**src/source/tetris_pkg.sv**
```systemverilog
package tetris_pkg;

    // ~~~~~~~~~~~~~~~~~~~~~~~~~~~~~~~~~~~~~~~~~~~~~~~~~~
    // Board geometry
    // ~~~~~~~~~~~~~~~~~~~~~~~~~~~~~~~~~~~~~~~~~~~~~~~~~~
    localparam int board_rows = 20;
    localparam int board_cols = 10;

    // Row 0 is the top row. Bit c of a row is column c.
    typedef logic [board_rows-1:0][board_cols-1:0] board_t;
    typedef logic [4:0] row_idx_t;
    typedef logic [3:0] col_idx_t;

    localparam logic [7:0] score_max = 8'd255; // Score saturates here.

    // Codes 2 to 4 are reserved.
    typedef enum logic [2:0] {
        st_idle   = 3'd0,
        st_place  = 3'd1,
        st_landed = 3'd5,
        st_eval   = 3'd6,
        st_commit = 3'd7
    } game_state_t;

    // ~~~~~~~~~~~~~~~~~~~~~~~~~~~~~~~~~~~~~~~~~~~~~~~~~~
    // Pieces
    // ~~~~~~~~~~~~~~~~~~~~~~~~~~~~~~~~~~~~~~~~~~~~~~~~~~
    typedef enum logic [2:0] {
        piece_i = 3'd0,
        piece_o = 3'd1,
        piece_t = 3'd2,
        piece_s = 3'd3,
        piece_z = 3'd4,
        piece_j = 3'd5,
        piece_l = 3'd6
    } piece_kind_t;

    typedef logic [1:0] rotation_t; // Quarter turns clockwise.

    localparam int shape_size = 4;

    // Row-major 4x4 box with bit 15 as the top-left cell.
    typedef logic [shape_size*shape_size-1:0] shape_t;

    // Indexed by kind * 4 + rotation.
    localparam shape_t shape_table [28] = '{
        16'h0F00, 16'h2222, 16'h00F0, 16'h4444, // I.
        16'hCC00, 16'hCC00, 16'hCC00, 16'hCC00, // O.
        16'h4E00, 16'h4640, 16'h0E40, 16'h4C40, // T.
        16'h6C00, 16'h4620, 16'h06C0, 16'h8C40, // S.
        16'hC600, 16'h2640, 16'h0C60, 16'h4C80, // Z.
        16'h8E00, 16'h6440, 16'h0E20, 16'h44C0, // J.
        16'h2E00, 16'h4460, 16'h0E80, 16'hC440  // L.
    };

endpackage

```
**src/source/board_if.sv**
```systemverilog
interface board_if
    import tetris_pkg::*;
(
    input game_state_t state
);

    board_t stored_array;  // Board as held by the merge stage.
    board_t cleared_array; // Board after row removal.
    logic   eval_complete;

    // Board storage side.
    modport storage (
        output stored_array,
        input  cleared_array,
        input  state
    );

    // Row clearing side.
    modport clear (
        output cleared_array,
        output eval_complete,
        input  stored_array,
        input  state
    );

endinterface

```
**src/source/piece_rasterizer.sv**
```systemverilog
module piece_rasterizer
    import tetris_pkg::*;
(
    input  logic        clk,
    input  logic        reset,
    input  logic        lock,
    input  piece_kind_t kind,
    input  rotation_t   rotation,
    input  row_idx_t    lock_row,
    input  col_idx_t    lock_col,
    input  game_state_t state,
    output logic        mask_valid,
    output board_t      mask
);

    shape_t shape;
    board_t next_mask;
    logic   take_lock;

    assign take_lock = lock && (state == st_idle); // Locks while busy are dropped.
    assign shape     = shape_table[{kind, rotation}];

    // ~~~~~~~~~~~~~~~~~~~~~~~~~~~~~~~~~~~~~~~~~~~~~~~~~~
    // Place the 4x4 box at (lock_row, lock_col)
    // ~~~~~~~~~~~~~~~~~~~~~~~~~~~~~~~~~~~~~~~~~~~~~~~~~~
    // Walking board cells means anything off the board simply never lands.
    always_comb begin
        next_mask = '0;
        for (int r = 0; r < board_rows; r++) begin
            for (int c = 0; c < board_cols; c++) begin
                int dr;
                int dc;
                dr = r - int'(lock_row);
                dc = c - int'(lock_col);
                if (dr >= 0 && dr < shape_size && dc >= 0 && dc < shape_size) begin
                    next_mask[r][c] =
                        shape[(shape_size - 1 - dr) * shape_size + (shape_size - 1 - dc)];
                end
            end
        end
    end

    always_ff @(posedge clk, posedge reset) begin
        if (reset) begin
            mask_valid <= 1'b0;
        end else begin
            mask_valid <= take_lock; // One-cycle strobe.
        end
    end

    always_ff @(posedge clk) begin
        if (take_lock) begin
            mask <= next_mask;
        end
    end

endmodule

```
**src/source/board_merge.sv**
```systemverilog
module board_merge
    import tetris_pkg::*;
(
    input  logic   clk,
    input  logic   reset,
    input  logic   mask_valid,
    input  board_t mask,
    board_if.storage bif,
    output logic   overlap,
    output board_t board
);

    board_t hits;
    logic   collided;

    // Cells the new piece shares with the settled board.
    assign hits     = board & mask;
    assign collided = |hits;

    // ~~~~~~~~~~~~~~~~~~~~~~~~~~~~~~~~~~~~~~~~~~~~~~~~~~
    // Board storage
    // ~~~~~~~~~~~~~~~~~~~~~~~~~~~~~~~~~~~~~~~~~~~~~~~~~~
    always_ff @(posedge clk, posedge reset) begin
        if (reset) begin
            board   <= '0;
            overlap <= 1'b0;
        end else if (mask_valid) begin
            board   <= board | mask; // Merged even on a collision.
            overlap <= collided;
        end else if (bif.state == st_commit) begin
            board <= bif.cleared_array;
        end
    end

    // The clear stage loads from here during st_landed.
    assign bif.stored_array = board;

endmodule

```
**src/source/line_clear.sv**
```systemverilog
module line_clear
    import tetris_pkg::*;
(
    input  logic       clk,
    input  logic       reset,
    board_if.clear     bif,
    output logic [7:0] score
);

    row_idx_t   eval_row;
    row_idx_t   next_eval_row;
    logic       eval_done;
    logic       next_eval_done;
    board_t     work;
    board_t     next_work;
    logic [7:0] next_score;
    logic       row_full;

    assign row_full = &work[eval_row];

    always_ff @(posedge clk, posedge reset) begin
        if (reset) begin
            eval_row  <= row_idx_t'(board_rows - 1);
            eval_done <= 1'b0;
            work      <= '0;
            score     <= 8'd0;
        end else begin
            eval_row  <= next_eval_row;
            eval_done <= next_eval_done;
            work      <= next_work;
            score     <= next_score;
        end
    end

    // ~~~~~~~~~~~~~~~~~~~~~~~~~~~~~~~~~~~~~~~~~~~~~~~~~~
    // Bottom-up row scan
    // ~~~~~~~~~~~~~~~~~~~~~~~~~~~~~~~~~~~~~~~~~~~~~~~~~~
    always_comb begin
        next_eval_row  = eval_row;
        next_eval_done = eval_done;
        next_work      = work;
        next_score     = score;

        if (bif.state == st_landed) begin
            next_eval_row  = row_idx_t'(board_rows - 1); // Start at the bottom.
            next_eval_done = 1'b0;
            next_work      = bif.stored_array;
        end else if (bif.state == st_eval && !eval_done) begin
            if (row_full) begin
                // Drop everything above the full row by one.
                for (int k = board_rows - 1; k > 0; k--) begin
                    if (k <= int'(eval_row)) begin
                        next_work[k] = work[k-1];
                    end
                end
                next_work[0] = '0;
                if (score != score_max) begin
                    next_score = score + 8'd1;
                end
                // Same row again. It now holds what was above.
            end else if (eval_row == '0) begin
                next_eval_done = 1'b1;
            end else begin
                next_eval_row = eval_row - row_idx_t'(1);
            end
        end
    end

    assign bif.cleared_array = work;
    assign bif.eval_complete = eval_done;

endmodule

```
**src/source/game_sequencer.sv**
```systemverilog
module game_sequencer
    import tetris_pkg::*;
(
    input  logic        clk,
    input  logic        reset,
    input  logic        lock,
    input  logic        eval_complete,
    output game_state_t state,
    output logic        busy,
    output logic        done
);

    game_state_t next_state;

    always_ff @(posedge clk, posedge reset) begin
        if (reset) begin
            state <= st_idle;
            done  <= 1'b0;
        end else begin
            state <= next_state;
            done  <= (state == st_commit); // Lands with the return to idle.
        end
    end

    // ~~~~~~~~~~~~~~~~~~~~~~~~~~~~~~~~~~~~~~~~~~~~~~~~~~
    // Next-state logic
    // ~~~~~~~~~~~~~~~~~~~~~~~~~~~~~~~~~~~~~~~~~~~~~~~~~~
    always_comb begin
        next_state = state;
        case (state)
            st_idle: begin
                if (lock) begin
                    next_state = st_place;
                end
            end
            st_place: begin
                next_state = st_landed;
            end
            st_landed: begin
                next_state = st_eval;
            end
            st_eval: begin
                if (eval_complete) begin
                    next_state = st_commit;
                end
            end
            st_commit: begin
                next_state = st_idle;
            end
            default: begin
                next_state = st_idle; // Reserved codes.
            end
        endcase
    end

    assign busy = (state != st_idle);

endmodule

```
**src/source/playfield_top.sv**
```systemverilog
module playfield_top
    import tetris_pkg::*;
(
    input  logic        clk,
    input  logic        reset,
    input  logic        lock,
    input  piece_kind_t kind,
    input  rotation_t   rotation,
    input  row_idx_t    lock_row,
    input  col_idx_t    lock_col,
    output logic        busy,
    output logic        done,
    output logic        overlap,
    output logic [7:0]  score,
    output board_t      board
);

    game_state_t state;
    logic        mask_valid;
    board_t      mask;

    board_if u_bif (
        .state (state)
    );

    // ~~~~~~~~~~~~~~~~~~~~~~~~~~~~~~~~~~~~~~~~~~~~~~~~~~
    // Control
    // ~~~~~~~~~~~~~~~~~~~~~~~~~~~~~~~~~~~~~~~~~~~~~~~~~~
    game_sequencer u_sequencer (
        .clk           (clk),
        .reset         (reset),
        .lock          (lock),
        .eval_complete (u_bif.eval_complete),
        .state         (state),
        .busy          (busy),
        .done          (done)
    );

    // ~~~~~~~~~~~~~~~~~~~~~~~~~~~~~~~~~~~~~~~~~~~~~~~~~~
    // Datapath stages
    // ~~~~~~~~~~~~~~~~~~~~~~~~~~~~~~~~~~~~~~~~~~~~~~~~~~
    piece_rasterizer u_rasterizer (
        .clk        (clk),
        .reset      (reset),
        .lock       (lock),
        .kind       (kind),
        .rotation   (rotation),
        .lock_row   (lock_row),
        .lock_col   (lock_col),
        .state      (state),
        .mask_valid (mask_valid),
        .mask       (mask)
    );

    board_merge u_merge (
        .clk        (clk),
        .reset      (reset),
        .mask_valid (mask_valid),
        .mask       (mask),
        .bif        (u_bif.storage),
        .overlap    (overlap),
        .board      (board)
    );

    line_clear u_clear (
        .clk   (clk),
        .reset (reset),
        .bif   (u_bif.clear),
        .score (score)
    );

endmodule

```
**config.mk**
```make
export PLATFORM = sky130hd
export DESIGN_NAME = playfield_top
export DESIGN_NICKNAME = d
export VERILOG_FILES = /design/src/source/tetris_pkg.sv /design/src/source/board_if.sv /design/src/source/piece_rasterizer.sv /design/src/source/board_merge.sv /design/src/source/line_clear.sv /design/src/source/game_sequencer.sv /design/src/source/playfield_top.sv
export SDC_FILE = /design/constraint.sdc
export NUM_CORES = 2
export LEC_CHECK = 0
export ABC_AREA = 1
export CAP_MARGIN = 40
export CORE_ASPECT_RATIO = 1.75
export CORE_MARGIN = 2
export CORE_UTILIZATION = 45
export DETAILED_ROUTE_END_ITERATION = 7
export DONT_BUFFER_PORTS = 1
export PLACE_DENSITY = 0.64
export SLEW_MARGIN = 15
export SYNTH_ARGS = -nofsm -noshare
export SYNTH_HDL_FRONTEND = slang
export SYNTH_SLANG_ARGS = --single-unit
export TNS_END_PERCENT = 20
```
**constraint.sdc**
```tcl
create_clock -name clk -period 37.5 [get_ports clk]
set_clock_uncertainty 0.15 [all_clocks]
set_input_delay 7.5 -clock clk [delete_from_list [all_inputs] [get_ports clk]]
set_output_delay 7.5 -clock clk [all_outputs]
set_load 0.005 [all_outputs]
```
Word level (Yosys, flattened, before mapping)
Memory sizes are Yosys's and may differ from the RTL's.
Index checks and enable logic that the tools add are counted.
W data, S select, Z words.
{"block": "totals", "rom_bits": 512, "ff_bits": 620, "elab_cells": 1918, "mem_count": 1, "in_bits": 17, "output_inout_bits": 211}
{"name": "(no name shown)", "depth": 32, "width": 16, "read_ports": 1, "rd_ports_with_merged_regs": 0, "wr": 0, "line_no": "piece_rasterizer.sv:21", "text": "assign shape = shape_table[{kind, rotation}];"}
{"block": "op_classes", "magnitude_cmp": 281, "n_eq_ne": 9, "n_reduce_logical": 475, "bitwise_logic": 4, "n_addsub": 262, "mux": 639}
{"op": "$add A32 B32 Y32", "count": 200}
{"op": "$lt A32 B6 Y1 const B", "count": 200}
{"op": "$mux W200", "count": 5}
{"op": "$bmux W1 S4", "count": 200}
{"op": "$logic_and A1 B1 Y1", "count": 422}
{"op": "$mux W1", "count": 404}
{"op": "$ge A32 B1 Y1 const B", "count": 10}
{"op": "$lt A32 B4 Y1 const B", "count": 10}
{"op": "$sub A3 B32 Y32 const A", "count": 10}
{"op": "$and A200 B200 Y200", "count": 1}
{"op": "$mux W10", "count": 20}
{"op": "$or A200 B200 Y200", "count": 1}
{"op": "$reduce_or A200 Y1", "count": 1}
{"op": "$sub A3 B6 Y7 const A", "count": 20}
{"op": "$ge A6 B1 Y1 const B", "count": 20}
{"op": "$lt A6 B4 Y1 const B", "count": 20}
{"op": "$reduce_and A3 Y1", "count": 21}
{"op": "$bmux W10 S5", "count": 1}
{"op": "$sub A4 B5 Y6 const A", "count": 8}
{"op": "$reduce_bool A2 Y1", "count": 23}
{"op": "$le A4 B5 Y1 const A", "count": 8}
{"op": "$mux W16", "count": 2}
{"op": "$sub A3 B5 Y6 const A", "count": 4}
{"op": "$sub A5 B5 Y6 const A", "count": 4}
{"op": "other kinds (31)", "count": 55}

Logic depth before layout (Yosys ltp)
{"block": "depth", "word_depth": 7, "depth_mapped": 17, "depth_no_buf": 15}

Cells and area by module
Synthesis repeated with hierarchy kept, for this count alone.
{"block": "unflattened", "hier_cells": 4850, "area_unflattened_um2": 36327.3}
{"mod": "line_clear", "seq_area_each_um2": 5358.9, "area_each_um2": 13709.4, "n_inst": 1, "cells_per_inst": 2090}
{"mod": "board_merge", "seq_area_each_um2": 5029.8, "area_each_um2": 11663.7, "n_inst": 1, "cells_per_inst": 1590}
{"mod": "piece_rasterizer", "seq_area_each_um2": 6030.8, "area_each_um2": 10775.3, "n_inst": 1, "cells_per_inst": 1148}
{"mod": "game_sequencer", "seq_area_each_um2": 100.1, "area_each_um2": 178.9, "n_inst": 1, "cells_per_inst": 22}

Worst setup path after synthesis
OpenSTA, ideal clock, no wires.
{"block": "synth_timing", "kind": "input to register", "start": "in lock", "end": "reg u_rasterizer.mask_valid", "t_required_ns": 36.353, "path_buffers": 0, "stages": 2, "arrival_time_ns": 15.779, "path_slack_ns": 20.575, "setup_ns": 0.997, "cell_sequence": "inv_1 > nor2_1"}
{"block": "synth_via", "elab_chain_cells": 1}
{"element": "start, declared", "line_no": "playfield_top.sv:6", "text": "input logic lock,"}
{"element": "$logic_and A1 B1 Y1", "line_no": "piece_rasterizer.sv:20", "text": "assign take_lock = lock && (state == st_idle);"}
{"element": "net u_rasterizer.take_lock", "line_no": "piece_rasterizer.sv:18", "text": "logic take_lock;"}
{"element": "end signal, assigned", "line_no": "piece_rasterizer.sv:47", "text": "mask_valid <= take_lock;"}
{"element": "end, declared", "line_no": "piece_rasterizer.sv:12", "text": "output logic mask_valid,"}
The timed path passes the listed nets, and every way through them passes these cells.
A chain may end at the register's enable or synchronous reset.

Worst setup path in the final report
{"block": "layout_timing", "start": "in lock_col[0]", "end": "reg u_rasterizer.mask[190] (netlist bit) (data pin)"}
{"block": "layout_via", "elab_chain_cells": 6, "word_cells_on_any_way": 10, "cone_classes": "add/sub: 3; order compare: 2; mux: 3; reduce/logical: 2"}
{"element": "start, declared", "line_no": "playfield_top.sv:10", "text": "input col_idx_t lock_col,"}
{"element": "$sub A1 B4 Y5 (*)", "line_no": "piece_rasterizer.sv:34", "text": "dc = c - int'(lock_col);"}
{"element": "$sub A3 B32 Y32", "line_no": "piece_rasterizer.sv:37", "text": "shape[(shape_size - 1 - dr) * shape_size + (shape_size - 1 - dc)];"}
{"element": "$add A32 B32 Y32", "line_no": "piece_rasterizer.sv:37"}
{"element": "$bmux W1 S4", "line_no": "piece_rasterizer.sv:37"}
{"element": "$mux W1 (implied by the code) (2 in series)", "line_no": "piece_rasterizer.sv:37"}
{"element": "end signal, assigned", "line_no": "piece_rasterizer.sv:53", "text": "mask <= next_mask;"}
{"element": "end, declared", "line_no": "piece_rasterizer.sv:13", "text": "output board_t mask"}
Mark *: on every way between the ends. The rest lies on a longest branch, timed or not. The select of a mux whose other input is x is not followed.

==> metrics.md <==
| Metric | Value |
|---|---|
| Result of the run | complete, no violations |
| Classification of the worst-slack hold path | reg2reg |
| H-Tree Depth | 2 |
| Die outline height | 367 µm |
| Portion of synthesized cell area occupied by the leading cell type | 30.9% |
| Wire length reported by the detailed router | around 160,000 µm |
| CTS tree | done |
| Sequential fraction of the synthesis area | 48.9% |
| Transition time at the pin with the least slew margin | 1.23 ns |
| Final Util | roughly 49% |
| DRC violations left | 0 |
| RSZ-0062 raised after global routing | no |
| Vias in the first global route | slightly above 30,000 |
| Final weighted congestion in routability-driven placement | 1.04 |
| Max transition margin | 17.8% |
| Hold Startpoint | u_clear.bif.cleared_array[111] |
| Critical R2R Launch | u_clear.eval_row[0] |
| Top achievable clock speed | 100 MHz |
| Leading cell types in the layout, fill and taps excluded | nand2_1, dfrtp_1, o21ai_0 |
| Area of the mapped netlist | 0.0338 mm² |
| Area Overhead vs Synth | 8.22% |
| # clock sinks | 620 |
| Area of the core | ~0.075 mm² |
| Power density relative to cell area | about 86 mW/mm² |
| Crit path max fanout | 17 |
| First-pass GRT wire length | 227,000 µm |
| Die width | ~210 µm |
| Total CTS buffers | 57 |
| Total of warnings raised by yosys | 0 |
| Largest cells by area after synthesis | dfrtp_1, edfxtp_1, nand2_1 |
| Initial antenna violation count | 4 |
| WS Path Type | in2reg |
| Total of max-cap violations | 0 |
| Pin count of the biggest net entering global routing | 226 |
| Kind of capture point of the worst setup path | flip-flop |
| Post-detail-place hpwl | 120,000 µm |
| All-layer global routing usage | 41.6% |
| Die Footprint | between 0.07 and 0.08 mm² |
| Area after detailed placement | 0.0346 mm² |
| Worst vdd ir | around 57 µV |
| Mean cell area of the mapped netlist | between 8 and 9 µm² |
| Leading area contributor after synthesis | dfrtp_1 |
| DR vias | about 33,000 |
| Port Buffers | 0 |
| Drt wl/cell | 32.1 µm |
| Sum Neg Setup Slack | 0 ns |
| Arrival time of data at the critical path endpoint | roughly 10 ns |
| Ports | 228 |
| Setup crit start kind | primary input |
| CP startpoint | lock_col[0] |
| Worst hold slack | around 0.32 ns |
| Final net count | 4,133 |
| Post-route cell area | 0.0366 mm² |
| Clock period minus final worst setup slack | 9.97 ns |
| Buffers inserted during post-CTS setup optimization | 0 |
| Final-layout fill cell count | 7,275 |
| Remaining number of nets flagged by the antenna check after routing | 0 |
| Root buffer selected by CTS | clkbuf_16 |
| Maximum number of buffers from clock root to sink | 3 |
| Vias per std cell | approximately 6.4 |
| Worst EP required | ~38 ns |
| Starting utilization of the core area | 45.3% |
| CTS hold repair buffers | 0 |
| Clock-pin slew on the worst setup and hold paths | roughly 0.070 ns |
| Count of unique library cells instantiated by Yosys | 50 |
| Row Count | 133 |
| Synthesized Nets | around 4,200 |
| Worst reg2reg setup slack | 31.32 ns |
| Instance count of the mapped netlist | ~4,200 |
| Count of final hold-check violations | 0 |
| Final Setup Violations | 0 |
| Tcrit/Tclk final | 26.6% |
| Register bit count reported by yosys | 620 |
| Most common cell after layout, fill and taps aside | nand2_1 |
| Clock insertion delay at the later pin of the skew report | 0.67 ns |
| Resized Gates After CTS | 0 |
| Fraction of layout instances using a drive strength above 1 | under 10% |
| Final-report max-slew violation count | 0 |
| Leakage | between 0.015 and 0.02 µW |
| Number of detailed-routing iterations run before antenna repair | 6 |
| Overflow left after global routing | 0 |
| Iteration-0 DRC count of the detailed router | approximately 5,300 |
sequential cells by signal (all words and copies together), names as in the netlist:
signal                     cells
u_rasterizer.mask            200
u_clear.score                  8
u_merge.overlap                1
u_clear.eval_row               5
u_sequencer.state              3
u_merge.bif.stored_array     200
u_sequencer.done               1
u_clear.bif.eval_complete      1
u_clear.bif.cleared_array    200
u_rasterizer.mask_valid        1
layer usage:
layer | up-vias | track usage [%] | routed length, µm | share of wire (%)
met2 | 2377 | 63.3 | 72000 | 44
li1 | 13900 | - | - | -
met1 | 15700 | 45.7 | 51100 | 32
met5 | - | 0 | 37 | 0.023
met4 | 6 | 38.4 | 19000 | 12
met3 | 618 | 13.4 | 20000 | 12
Yosys cell counts (all sizes together):
| library cell | number |
|---|---|
| a31oi | 6 |
| inv | 322 |
| nand3 | 246 |
| xor2 | 16 |
| nand2 | 1293 |
| o22ai | 1 |
| nor3b | 3 |
| nor4 | 2 |
| nor2 | 233 |
| nor3 | 12 |
| o31ai | 1 |
| dfrtp | 417 |
| dfstp | 3 |
| buf | 68 |
| o21a | 1 |
| edfxtp | 200 |
| clkinv | 4 |
| clkbuf | 170 |
| a22o | 20 |
| o311ai | 2 |
| or2 | 9 |
| a211oi | 1 |
| ha | 59 |
| a41oi | 1 |
| nand4 | 223 |
| o211ai | 43 |
| and3 | 4 |
| o21ai | 432 |
| a21boi | 2 |
| nand3b | 4 |
| a22oi | 106 |
| xnor2 | 38 |
| a221oi | 27 |
| a21oi | 195 |
| o221ai | 8 |
cells by family after synthesis:
kind of cell | Yosys count | share of synthesized area [%]
flops | 620 | 48.9
buf+inv | 564 | 7.05
compound gates | 846 | 14.3
fa+ha+maj | 59 | 2.18
xor+xnor | 54 | 1.40
simple gates | 2029 | 26.2
where the power goes:
part	leakage, µW	switching (µW)	internal [µW]
registers	0.00700	398	933
logic	0.00806	887	299
clock network	0.000946	287	352
worst paths after layout:
path / cells past startpoint / endpoint
max in group asynchronous: 2 / u_merge.bif.stored_array[37]
min: 2 / u_clear.bif.cleared_array[111]
max: 11 / u_rasterizer.mask[190]
min reg2reg: 2 / u_clear.bif.cleared_array[111]
min in group asynchronous: 1 / u_clear.bif.cleared_array[181]
max reg2reg: 15 / u_clear.bif.cleared_array[3]
area by class of cell:
cell class	instances	area (µm²)	share of cell area [%]
antenna	1	2.50	0.00684
timing repair buffer	64	703	1.92
clock buffer	70	1520	4.14
inverter	326	1250	3.41
tap	945	1180	3.23
sequential	620	16500	45.2
clock inverter	37	459	1.25
multi-input combinational	2988	15000	40.9
metrics by stage:
step	instances	setup WS, ns	total power, µW
6_report	5051	27.53	3160
5_1_grt	5050	27.37	3250
4_1_cts	5049	27.61	3070
3_5_place_dp	4942	26.96	2440
3_3_place_gp	4924	26.98	2410
2_1_floorplan	4172	18.16	1870
worst max-delay path, stage by stage:
cell,delay (ns)
inv_1,0.33
ha_1,0.33
xor2_1,0.37
inv_1,0.17
ha_1,0.37
inv_1,0.18
nand3_1,0.26
nand3_1,0.14
nand2_1,0.06
nand2_1,0.41
nor2_1,0.09
No activity file was read; power rests on OpenSTA's default activity.
